===== config.mk =====
export PLATFORM = sky130hd
export DESIGN_NAME = fetch_top
export DESIGN_NICKNAME = d
export VERILOG_FILES = /design/src/hw/axi_rd_pkg.sv /design/src/hw/fetch_cfg_pkg.sv /design/src/hw/fetch_top.sv /design/src/hw/icache.sv /design/src/hw/ifu.sv
export SDC_FILE = /design/constraint.sdc
export NUM_CORES = 2
export LEC_CHECK = 0
export BUFFER_PORTS_ARGS = -buffer_cell sky130_fd_sc_hd__buf_2
export CAP_MARGIN = 20
export CORE_ASPECT_RATIO = 0.5
export CORE_UTILIZATION = 44
export DETAILED_ROUTE_END_ITERATION = 10
export PLACE_DENSITY_LB_ADDON = 0.25
export SYNTH_ARGS = -nofsm -noshare
export SYNTH_HDL_FRONTEND = slang
export SYNTH_SLANG_ARGS = --single-unit

===== constraint.sdc =====
create_clock -name clk -period 17.6 [get_ports clk]
set_clock_uncertainty 0.1 [all_clocks]
set_input_delay 2.64 -clock clk [delete_from_list [all_inputs] [get_ports clk]]
set_output_delay 2.64 -clock clk [all_outputs]
set_load 0.05 [all_outputs]

===== src/hw/axi_rd_pkg.sv =====
`default_nettype none

package axi_rd_pkg;

    // ARBURST encodings
    localparam logic [1:0] BURST_FIXED = 2'b00;
    localparam logic [1:0] BURST_INCR  = 2'b01;

    localparam logic [2:0] SIZE_WORD = 3'b010;  // Four bytes per beat

    // RRESP codes
    localparam logic [1:0] RESP_OKAY   = 2'b00;
    localparam logic [1:0] RESP_SLVERR = 2'b10;

    localparam logic [3:0] FETCH_ID = 4'h0;  // All fetch reads share one id

endpackage

`default_nettype wire


===== src/hw/fetch_cfg_pkg.sv =====
`default_nettype none

package fetch_cfg_pkg;

    // Address and instruction width of the core
    localparam int XLEN = 32;

    localparam logic [XLEN-1:0] RESET_PC = 32'h3000_0000;  // First word fetched after reset

    // Top nibble values that select the SDRAM window A000_0000 to BFFF_FFFF
    localparam logic [3:0] SDRAM_NIBBLE_LO = 4'hA;
    localparam logic [3:0] SDRAM_NIBBLE_HI = 4'hB;

    // SDRAM takes a whole line as one INCR burst, other regions only single beats
    function automatic logic is_sdram(input logic [XLEN-1:0] addr);
        logic [3:0] nibble;
        nibble = addr[XLEN-1 -: 4];
        return (nibble == SDRAM_NIBBLE_LO) || (nibble == SDRAM_NIBBLE_HI);
    endfunction

endpackage

`default_nettype wire

===== src/hw/fetch_top.sv =====
`timescale 1ns/1ps
`default_nettype none

module fetch_top #(
    parameter int BLOCK_SIZE = 16,
    parameter int SETS       = 16
) (
    input  logic                           clk,
    input  logic                           rst,
    input  logic                           exu_dnpc_valid,
    input  logic [fetch_cfg_pkg::XLEN-1:0] exu_dnpc,
    input  logic                           idu_ready,
    output logic                           ifu_valid,
    output logic [fetch_cfg_pkg::XLEN-1:0] fetch_pc,
    output logic [fetch_cfg_pkg::XLEN-1:0] fetch_inst,
    output logic                           access_fault,
    output logic                           arvalid,
    output logic [31:0]                    araddr,
    output logic [3:0]                     arid,
    output logic [7:0]                     arlen,
    output logic [2:0]                     arsize,
    output logic [1:0]                     arburst,
    output logic                           rready,
    input  logic                           arready,
    input  logic                           rvalid,
    input  logic [1:0]                     rresp,
    input  logic [31:0]                    rdata,
    input  logic                           rlast,
    input  logic [3:0]                     rid
);
    import fetch_cfg_pkg::*;

    logic [XLEN-1:0]         icache_addr;
    logic                    icache_hit;
    logic [XLEN-1:0]         icache_data;
    logic                    mem_req;
    logic [XLEN-1:0]         mem_addr;
    logic [BLOCK_SIZE*8-1:0] mem_data;
    logic                    mem_ready;

    ifu #(
        .BLOCK_SIZE (BLOCK_SIZE)
    ) u_ifu (
        .clk            (clk),
        .rst            (rst),
        .exu_dnpc_valid (exu_dnpc_valid),
        .exu_dnpc       (exu_dnpc),
        .idu_ready      (idu_ready),
        .ifu_valid      (ifu_valid),
        .fetch_pc       (fetch_pc),
        .fetch_inst     (fetch_inst),
        .access_fault   (access_fault),
        .icache_addr    (icache_addr),
        .icache_hit     (icache_hit),
        .icache_data    (icache_data),
        .mem_req        (mem_req),
        .mem_addr       (mem_addr),
        .mem_data       (mem_data),
        .mem_ready      (mem_ready),
        .arvalid        (arvalid),
        .araddr         (araddr),
        .arid           (arid),
        .arlen          (arlen),
        .arsize         (arsize),
        .arburst        (arburst),
        .rready         (rready),
        .arready        (arready),
        .rvalid         (rvalid),
        .rresp          (rresp),
        .rdata          (rdata),
        .rlast          (rlast),
        .rid            (rid)
    );

    icache #(
        .BLOCK_SIZE (BLOCK_SIZE),
        .SETS       (SETS)
    ) u_icache (
        .clk         (clk),
        .rst         (rst),
        .icache_addr (icache_addr),
        .mem_ready   (mem_ready),
        .mem_data    (mem_data),
        .icache_hit  (icache_hit),
        .icache_data (icache_data),
        .mem_req     (mem_req),
        .mem_addr    (mem_addr)
    );

endmodule

`default_nettype wire


===== src/hw/icache.sv =====
`timescale 1ns/1ps
`default_nettype none

module icache #(
    parameter int BLOCK_SIZE = 16,
    parameter int SETS       = 16
) (
    input  logic                           clk,
    input  logic                           rst,
    input  logic [fetch_cfg_pkg::XLEN-1:0] icache_addr,
    input  logic                           mem_ready,
    input  logic [BLOCK_SIZE*8-1:0]        mem_data,
    output logic                           icache_hit,
    output logic [fetch_cfg_pkg::XLEN-1:0] icache_data,
    output logic                           mem_req,
    output logic [fetch_cfg_pkg::XLEN-1:0] mem_addr
);
    import fetch_cfg_pkg::*;

    localparam int WORDS  = BLOCK_SIZE / 4;
    localparam int OFF_W  = $clog2(BLOCK_SIZE);
    localparam int IDX_W  = $clog2(SETS);
    localparam int TAG_W  = XLEN - IDX_W - OFF_W;
    localparam int WSEL_W = (WORDS > 1) ? $clog2(WORDS) : 1;

    logic [TAG_W-1:0]        tag_mem  [SETS];
    logic [BLOCK_SIZE*8-1:0] data_mem [SETS];
    logic [SETS-1:0]         valid_q;

    logic [TAG_W-1:0]        look_tag;
    logic [IDX_W-1:0]        look_idx;
    logic [WSEL_W-1:0]       look_word;
    logic [BLOCK_SIZE*8-1:0] look_line;
    logic [TAG_W-1:0]        fill_tag;
    logic [IDX_W-1:0]        fill_idx;

    // Address layout is tag, index, word offset, byte offset
    assign look_tag = icache_addr[XLEN-1 -: TAG_W];
    assign look_idx = icache_addr[OFF_W +: IDX_W];
    assign fill_tag = mem_addr[XLEN-1 -: TAG_W];
    assign fill_idx = mem_addr[OFF_W +: IDX_W];

    generate
        if (WORDS > 1) begin : g_word_sel
            assign look_word = icache_addr[2 +: WSEL_W];
        end else begin : g_one_word
            assign look_word = '0;  // A one-word line has no word offset bits
        end
    endgenerate

    assign look_line   = data_mem[look_idx];
    assign icache_hit  = valid_q[look_idx] && (tag_mem[look_idx] == look_tag);
    assign icache_data = look_line[look_word*32 +: 32];

    always_ff @(posedge clk or posedge rst) begin
        if (rst) begin
            valid_q <= '0;
            mem_req <= 1'b0;
        end else begin
            mem_req <= ~icache_hit & ~mem_ready;  // Drops with the fill so the next cycle hits
            if (mem_ready) begin
                valid_q[fill_idx] <= 1'b1;
            end
        end
    end

    // Line base follows the PC, which is held for the whole miss
    always_ff @(posedge clk) begin
        mem_addr <= {icache_addr[XLEN-1:OFF_W], {OFF_W{1'b0}}};
        if (mem_ready) begin
            tag_mem[fill_idx]  <= fill_tag;
            data_mem[fill_idx] <= mem_data;
        end
    end

    a_fill_only_on_req: assert property (
        @(posedge clk) disable iff (rst)
        mem_ready |-> mem_req
    );

endmodule

`default_nettype wire


===== src/hw/ifu.sv =====
`timescale 1ns/1ps
`default_nettype none

module ifu #(
    parameter int BLOCK_SIZE = 16
) (
    input  logic                           clk,
    input  logic                           rst,
    input  logic                           exu_dnpc_valid,
    input  logic [fetch_cfg_pkg::XLEN-1:0] exu_dnpc,
    input  logic                           idu_ready,
    output logic                           ifu_valid,
    output logic [fetch_cfg_pkg::XLEN-1:0] fetch_pc,
    output logic [fetch_cfg_pkg::XLEN-1:0] fetch_inst,
    output logic                           access_fault,
    output logic [fetch_cfg_pkg::XLEN-1:0] icache_addr,
    input  logic                           icache_hit,
    input  logic [fetch_cfg_pkg::XLEN-1:0] icache_data,
    input  logic                           mem_req,
    input  logic [fetch_cfg_pkg::XLEN-1:0] mem_addr,
    output logic [BLOCK_SIZE*8-1:0]        mem_data,
    output logic                           mem_ready,
    output logic                           arvalid,
    output logic [31:0]                    araddr,
    output logic [3:0]                     arid,
    output logic [7:0]                     arlen,
    output logic [2:0]                     arsize,
    output logic [1:0]                     arburst,
    output logic                           rready,
    input  logic                           arready,
    input  logic                           rvalid,
    input  logic [1:0]                     rresp,
    input  logic [31:0]                    rdata,
    input  logic                           rlast,
    input  logic [3:0]                     rid
);
    import fetch_cfg_pkg::*;
    import axi_rd_pkg::*;

    localparam int WORDS = BLOCK_SIZE / 4;
    localparam int CNT_W = (WORDS > 1) ? $clog2(WORDS) : 1;
    localparam logic [CNT_W-1:0] LAST_BEAT = CNT_W'(WORDS - 1);

    localparam logic IDLE = 1'b0;
    localparam logic BUSY = 1'b1;

    logic             state;
    logic [XLEN-1:0]  pc;
    logic [XLEN-1:0]  next_pc;
    logic             pc_update;
    logic             redir_pend;
    logic [XLEN-1:0]  redir_pc;
    logic             redir_take;
    logic [XLEN-1:0]  redir_target;
    logic             start_fill;
    logic             fill_burst;
    logic             ar_fire;
    logic             beat_fire;
    logic             beat_last;
    logic             next_single;
    logic [CNT_W-1:0] beat_cnt;

    assign icache_addr = pc;
    assign arid        = FETCH_ID;
    assign arsize      = SIZE_WORD;

    // A redirect seen while the PC is stalled is kept until the PC can move
    assign redir_take   = exu_dnpc_valid | redir_pend;
    assign redir_target = exu_dnpc_valid ? exu_dnpc : redir_pc;
    assign pc_update    = (state == IDLE) & icache_hit & idu_ready;
    assign next_pc      = redir_take ? redir_target : pc + XLEN'(4);

    assign start_fill  = (state == IDLE) & ~icache_hit & mem_req;
    assign ar_fire     = arvalid & arready;
    assign beat_fire   = rvalid & rready;
    assign beat_last   = fill_burst ? rlast : (beat_cnt == LAST_BEAT);
    assign next_single = beat_fire & ~beat_last & ~fill_burst;  // Issue the next FIXED beat

    always_ff @(posedge clk or posedge rst) begin
        if (rst) begin
            pc         <= RESET_PC;
            redir_pend <= 1'b0;
        end else if (pc_update) begin
            pc         <= next_pc;
            redir_pend <= 1'b0;
        end else if (exu_dnpc_valid) begin
            redir_pend <= 1'b1;
        end
    end

    always_ff @(posedge clk) begin
        if (exu_dnpc_valid) begin
            redir_pc <= exu_dnpc;
        end
    end

    // Decode output register, frozen while decode stalls
    always_ff @(posedge clk or posedge rst) begin
        if (rst) begin
            ifu_valid <= 1'b0;
        end else if (idu_ready) begin
            ifu_valid <= pc_update & ~redir_take;  // Word on the wrong path is dropped
        end
    end

    always_ff @(posedge clk) begin
        if (pc_update) begin
            fetch_pc   <= pc;
            fetch_inst <= icache_data;
        end
    end

    always_ff @(posedge clk or posedge rst) begin
        if (rst) begin
            state        <= IDLE;
            arvalid      <= 1'b0;
            rready       <= 1'b0;
            mem_ready    <= 1'b0;
            fill_burst   <= 1'b0;
            beat_cnt     <= '0;
            access_fault <= 1'b0;
        end else begin
            case (state)
                IDLE: begin
                    if (start_fill) begin
                        state      <= BUSY;
                        arvalid    <= 1'b1;
                        fill_burst <= is_sdram(mem_addr);
                        beat_cnt   <= '0;
                    end
                end
                BUSY: begin
                    if (mem_ready) begin
                        mem_ready <= 1'b0;  // Line is in the cache now, lookup hits next
                        state     <= IDLE;
                    end
                    if (ar_fire) begin
                        arvalid <= 1'b0;
                        rready  <= 1'b1;
                    end
                    if (beat_fire) begin
                        access_fault <= (rresp != RESP_OKAY) || (rid != FETCH_ID);
                        beat_cnt     <= beat_cnt + 1'b1;
                        if (beat_last) begin
                            rready    <= 1'b0;
                            mem_ready <= 1'b1;
                        end else if (!fill_burst) begin
                            rready  <= 1'b0;
                            arvalid <= 1'b1;
                        end
                    end
                end
                default: begin
                    state <= IDLE;
                end
            endcase
        end
    end

    // Request fields and the line being assembled
    always_ff @(posedge clk) begin
        if (start_fill) begin
            araddr  <= mem_addr;
            arlen   <= is_sdram(mem_addr) ? 8'(WORDS - 1) : 8'd0;
            arburst <= is_sdram(mem_addr) ? BURST_INCR : BURST_FIXED;
        end else if (next_single) begin
            araddr <= araddr + 32'd4;
        end
        if (beat_fire) begin
            mem_data[beat_cnt*32 +: 32] <= rdata;
        end
    end

    a_ar_hold: assert property (
        @(posedge clk) disable iff (rst)
        arvalid && !arready |=> arvalid && $stable(araddr)
    );

    // Only one transaction is ever in flight
    a_ar_r_exclusive: assert property (
        @(posedge clk) disable iff (rst)
        !(rready && arvalid)
    );

endmodule

`default_nettype wire


Word level (Yosys, flattened, before mapping)
Memory sizes are Yosys's and may differ from the RTL's.
Index checks and enable logic that the tools add are counted.
{"block": "op_classes", "n_lt_le_gt_ge": 3, "eq_ne": 6, "shift": 3, "n_mul": 0, "mux": 34, "n_bitwise": 18, "div": 0, "n_reduce_logical": 11, "n_addsub": 4}
{"op": "$bwmux 128", "n": 1}
{"op": "$mux 32", "n": 4}
{"op": "$shift 32x34->128 const A", "n": 1}
{"op": "$shiftx 128x8->32", "n": 1}
{"op": "$shiftx 32x34->128", "n": 1}
{"op": "$add 32x3->32 const B", "n": 2}
{"op": "$neg 7->34", "n": 1}
{"op": "$eq 24x24->1", "n": 1}
{"op": "$mux 1", "n": 21}
{"op": "$or 16x16->16", "n": 1}
{"op": "$and 1x1->1", "n": 10}
{"op": "$lt 4x5->1 const B", "n": 2}
{"op": "$eq 4x4->1 const B", "n": 2}
{"op": "$mux 2", "n": 3}
{"op": "$not 1->1", "n": 6}
{"op": "$reduce_and 2->1", "n": 3}
{"op": "$reduce_bool 2->1", "n": 3}
{"op": "$bmux 1 s4", "n": 1}
{"op": "$demux 1 s4", "n": 1}
{"op": "$ge 4x1->1 const B", "n": 1}
{"op": "$pmux 1 s2", "n": 2}
{"op": "$pmux 2 s2", "n": 1}
{"op": "$reduce_bool 4->1", "n": 1}
{"op": "$add 2x1->2 const B", "n": 1}
{"op": "6 further kinds", "n": 8}
{"block": "word_totals", "n_memories": 2, "rom_bits": 0, "word_cells": 102, "latch_bits": 0, "register_bits": 353, "output_inout_bits": 117, "in_bits": 77, "ramBits": 2432}
{"name": "u_icache.data_mem", "depth": 16, "word_bits": 128, "rd": 1, "rd_ports_with_merged_regs": 0, "write_ports": 1, "line_no": "icache.sv:27", "rtl": "logic [BLOCK_SIZE*8-1:0] data_mem [SETS];"}
{"name": "u_icache.tag_mem", "depth": 16, "word_bits": 24, "rd": 1, "rd_ports_with_merged_regs": 0, "write_ports": 1, "line_no": "icache.sv:26", "rtl": "logic [TAG_W-1:0] tag_mem [SETS];"}

Longest topological paths before layout
{"block": "logic_depth", "word_depth": 8, "mapped_depth": 18, "ltp_nobuf": 10}

Cells and area by module
Synthesis repeated with hierarchy kept, for this count alone.
{"block": "hier_totals", "cells_unflattened": 4601, "area_unflattened_um2": 106080.5}
{"module": "icache", "seq_area_each_um2": 74016.0, "cells_per_inst": 3694, "area_each_um2": 93937.6, "instances": 1}
{"module": "ifu", "seq_area_each_um2": 8450.6, "cells_per_inst": 907, "area_each_um2": 12142.9, "instances": 1}

Worst setup path before layout
OpenSTA, ideal clock, no wires.
{"block": "synth_path", "path_type": "flip-flop to flip-flop", "from": "register u_ifu.mem_ready", "to": "register u_icache.valid_q[0]", "required_ps": 17369, "path_stages_with_launch": 4, "synth_period_minus_slack_ps": 12361, "slack_ps": 5239, "arrival_ps": 12130, "n_path_buf": 0, "setup_time_ps": 131, "cell_sequence": "dfrtp_1 -> or3b_2 -> nor3_1 -> or2_2"}
{"element": "start: declaration", "line_no": "ifu.sv:22", "rtl": "output logic mem_ready,"}
{"element": "start signal: assignment", "line_no": "ifu.sv:118", "rtl": "mem_ready <= 1'b0;"}
{"element": "start signal: assignment", "line_no": "ifu.sv:134", "rtl": "mem_ready <= 1'b0;"}
{"element": "start signal: assignment", "line_no": "ifu.sv:146", "rtl": "mem_ready <= 1'b1;"}
{"element": "end signal: assignment", "line_no": "icache.sv:57", "rtl": "valid_q <= '0;"}
{"element": "end signal: indexed assignment", "line_no": "icache.sv:62", "rtl": "valid_q[fill_idx] <= 1'b1;"}
{"element": "end: declaration", "line_no": "icache.sv:28", "rtl": "logic [SETS-1:0] valid_q;"}

Final worst setup path
{"block": "layout_path", "from": "register u_ifu.pc[4] (netlist: u_ifu.icache_addr[4])", "to": "register u_ifu.fetch_inst[24] (netlist bit), data pin"}
{"block": "layout_via", "elab_chain_cells": 2}
{"element": "start: declaration", "line_no": "ifu.sv:48", "rtl": "logic [XLEN-1:0] pc;"}
{"element": "start signal: assignment", "line_no": "ifu.sv:84", "rtl": "pc <= next_pc;"}
{"element": "$mem_v2 16x128"}
{"element": "$shiftx 128x8->32", "line_no": "icache.sv:53", "rtl": "assign icache_data = look_line[look_word*32 +: 32];"}
{"element": "named net icache_data[24]", "line_no": "fetch_top.sv:35", "rtl": "logic [XLEN-1:0] icache_data;"}
{"element": "end signal: assignment", "line_no": "ifu.sv:109", "rtl": "fetch_inst <= icache_data;"}
{"element": "end: declaration", "line_no": "ifu.sv:14", "rtl": "output logic [fetch_cfg_pkg::XLEN-1:0] fetch_inst,"}
The timed path passes the listed nets, and every way through them passes these cells.
A chain may end at the register's enable or synchronous reset.

==> results.py <==
metrics = {
    "clocking": {
        "cts_resized": 0,
        "cts-root-to-sink-buffers": 4,
        "cts_hold_buffers": 0,
        "cts-buffers-inserted": 241,
        "insertion_delay_ns": 0.88,
        "clk_pin_slew_ns": 0.07,
        "tritoncts": "done",
        "cts.sinks": 2774,
        "number_of_h_tree_levels": 4,
        "cts_root_buf": "clkbuf_16",
        "post-cts-setup-buffer-count": 0,
    },
    "setup_path": {
        "critical_path.cell_chain": "buf_4 > buf_4 > buf_4 > buf_4 > buf_4 > mux4_2 > mux4_2 > mux4_2",
        "timing.critical_path.to_type": "register",
        "cpPeakStageDelay_ns": 0.92,
        "worst-r2r-cell-count": 8,
        "worstPathArrival_ns": 7.66,
        "count_of_buffering_cells_on_the_critical_path_with_inverters_included": 5,
        "worst_path_dominant_cell_family": "buffers and inverters",
        "cp_num_cells": 8,
        "timing.critical_path.fanout_max": 50,
        "critPathMostFrequentCell": "buf_4",
        "worst_path_max_delay_cell": "dfrtp_4",
        "worst_ep_required_ns": 18.12,
        "critical_path_type": "reg2reg",
        "cp-start-kind": "register",
    },
    "synth": {
        "syn_inst": 4642,
        "yosys_register_bits": 2774,
        "synth_top_cell_area_share": 0.748,
        "yosysUniqueCellTypes": 76,
        "synth_top_cells_by_area": "edfxtp_1 75%, mux4_2 16%, dfrtp_1 1.3%",
        "synthesis.area_sq_um": 106000,
        "postSynth.asyncResetShare": 0.0213,
        "synth_seq_area_share": 0.774,
        "synth.avg_cell_area_sq_um": 22.9,
        "synth_enable_flop_cells": 2653,
        "dominant_register_cell_in_the_synthesized_netlist": "edfxtp_1",
        "ys.warnings.count": 0,
        "synth_largest_area_cell": "edfxtp_1",
    },
    "drt": {
        "drt-wirelength-per-cell_um": 31.4,
        "vias_per_cell": 5.98,
        "detail_route.iter0.violations": 6087,
        "drt_pre_antenna_iters": 5,
        "num_vias": 49900,
        "route.antenna.remaining_nets": 0,
        "drcViolationCount": 0,
        "route.final.wire_length_um": 263000,
    },
    "min_path": {
        "min_delay_path_depth": 0,
        "hold_path.class": "reg2reg",
    },
    "power": {
        "cellInternalPower_mw": 10.7,
        "pwr-share-clk": 0.373,
        "p_comb_frac": 0.076,
        "vdd.ir_drop.worst_uv": 95.3,
        "power_switching_share": 0.230,
        "power.switching_mw": 3.19,
        "power.density_nw_per_um2": 117,
        "power.static_leakage_nw": 36.2,
        "p_seq_frac": 0.551,
    },
    "run_status": {
        "run_status": "completed",
    },
    "floorplanning": {
        "initial_utilization": 0.444,
        "placementRows": 127,
        "die_w_um": 698,
        "floorplan.die.height_um": 350,
        "core-area_sq_um": 240000,
        "ioPinCount": 194,
        "die-area_sq_um": 244000,
    },
    "timing": {
        "final-setup-viol-count": 0,
        "timing.final.crit_share": 0.406,
        "slew_headroom": 0.226,
        "setup_repair_after_global_routing_missed_its_margin": "false",
        "timing.setup.tns_ns": 0,
        "final_period_minus_worst_setup_slack_ns": 7.14,
        "tightestPinTransition_ns": 1.16,
        "hold_violations": 0,
        "hold_slack_ns": 0.357,
        "maxSlewViolCount": 0,
        "max_freq_mhz": 140,
    },
    "grt": {
        "antenna_found_initial": 30,
        "grt.total_usage": 0.213,
        "grt_first_pass_wirelength_um": 374000,
        "grt_start_max_net_pins": 110,
        "grt_overflow_total": 0,
        "via_count_of_the_first_global_routing_pass": 50900,
    },
    "placement": {
        "gp_routability_congestion": 0.804,
        "port_buffers": 177,
        "dp_hpwl_um": 136000,
    },
    "run": {
        "cap_viol_max_count": 0,
    },
    "layout": {
        "fin_nets": 5021,
        "mostFrequentLayoutCells": "2653 x edfxtp_1, 747 x mux4_2, 241 x clkbuf_16",
        "layout.cells.most_common": "edfxtp_1",
        "layout-area-overhead-vs-synth_pct": 11.6,
        "drive_gt1_frac": 0.292,
    },
}
## synth_stat cells (40+ instances only)
cell,number
edfxtp_1,2653
buf_2,40
nand2_1,48
mux4_2,747
nor2_1,87
clkbuf_1,141
nand3_1,43
dfrtp_1,57
dfxtp_1,62
a21oi_1,46
mux2i_1,84
and2_1,133
## stage by stage
| stage | total power, mW | std cells | utilization | worst slack (ns) | cell area (sq um) |
|---|---|---|---|---|---|
| 6_report | 13.9 | 8351 | 0.495 | 10.46 | 119000 |
| 5_1_grt | 14.3 | 8351 | 0.495 | 9.80 | 119000 |
| 4_1_cts | 14.0 | 8346 | 0.495 | 10.24 | 119000 |
| 3_5_place_dp | 8.87 | 7915 | 0.463 | 10.15 | 111000 |
| 3_3_place_gp | 8.83 | 7914 | 0.463 | 10.20 | 111000 |
| 2_1_floorplan | 8.43 | 4656 | - | 5.24 | 107000 |
## logic make-up (layout without fill, tap and decap cells)
family,after synthesis,count (layout),synth area share
AND/OR/NAND/NOR,432,432,0.0220
buffers and inverters,281,749,0.0132
AO/OA/AOI/OAI,203,203,0.0133
other,2,18,0.0000705
adder cells (fa/ha/maj),8,8,0.000940
multiplexers,895,895,0.173
flip-flops,2774,2774,0.774
XOR/XNOR,47,47,0.00387
## registers in the layout (all words and copies together) (netlist names)
name	flops
u_ifu.icache_addr	32
u_icache.valid_q	16
u_icache.tag_mem	384
u_ifu.rready	1
u_icache.mem_addr	28
u_ifu.beat_cnt	2
u_ifu.mem_data	128
u_ifu.ifu_valid	1
u_ifu.arlen	1
u_ifu.access_fault	1
u_ifu.state	1
u_ifu.araddr	30
u_ifu.redir_pend	1
u_ifu.fetch_pc	32
u_ifu.arvalid	1
u_icache.data_mem	2048
u_ifu.fill_burst	1
u_ifu.fetch_inst	32
u_icache.mem_req	1
u_ifu.redir_pc	32
u_ifu.mem_ready	1
## routing by layer
layer	share of wire	vias up	track usage	wire length, um
met5	0	-	0	0
met2	0.48	2092	0.348	127000
met1	0.42	27300	0.308	111000
met3	0.072	392	0.0324	19000
met4	0.023	0	0.0484	6040
li1	-	20100	-	-
## final timing paths
kind | endpoint | slack, ns | start
setup reg to reg | u_ifu.fetch_inst[24] | 10.46 | u_ifu.icache_addr[4]
max in group asynchronous | u_ifu.icache_addr[5] | 14.63 | rst
hold / removal | u_ifu.fetch_pc[0] | 0.36 | u_ifu.icache_addr[0]
setup / recovery | u_ifu.fetch_inst[24] | 10.46 | u_ifu.icache_addr[4]
hold reg to reg | u_ifu.fetch_pc[0] | 0.36 | u_ifu.icache_addr[0]
min in group asynchronous | u_ifu.icache_addr[1] | 1.94 | rst
## layout make-up
type / count / area [sq um]
clock inverters: 138 / 1260
fillers: 18800 / 121000
diodes: 2 / 5.00
flip-flops and latches: 2774 / 82400
inverters: 23 / 86.3
multi-input cells: 1601 / 22900
clock buffers: 293 / 6260
repair buffers: 295 / 1900
well taps: 3225 / 4040
## power groups by stage
stage | registers [mW] | logic (mW) | clock network, mW
after floorplan | 7.82 | 0.614 | 0
after global placement | 7.78 | 1.05 | 0
after detailed placement | 7.81 | 1.06 | 0
after CTS | 7.66 | 1.06 | 5.28
after global routing | 7.69 | 1.12 | 5.52
final | 7.66 | 1.06 | 5.19
Note: power is estimated with default switching activity, not from simulation.
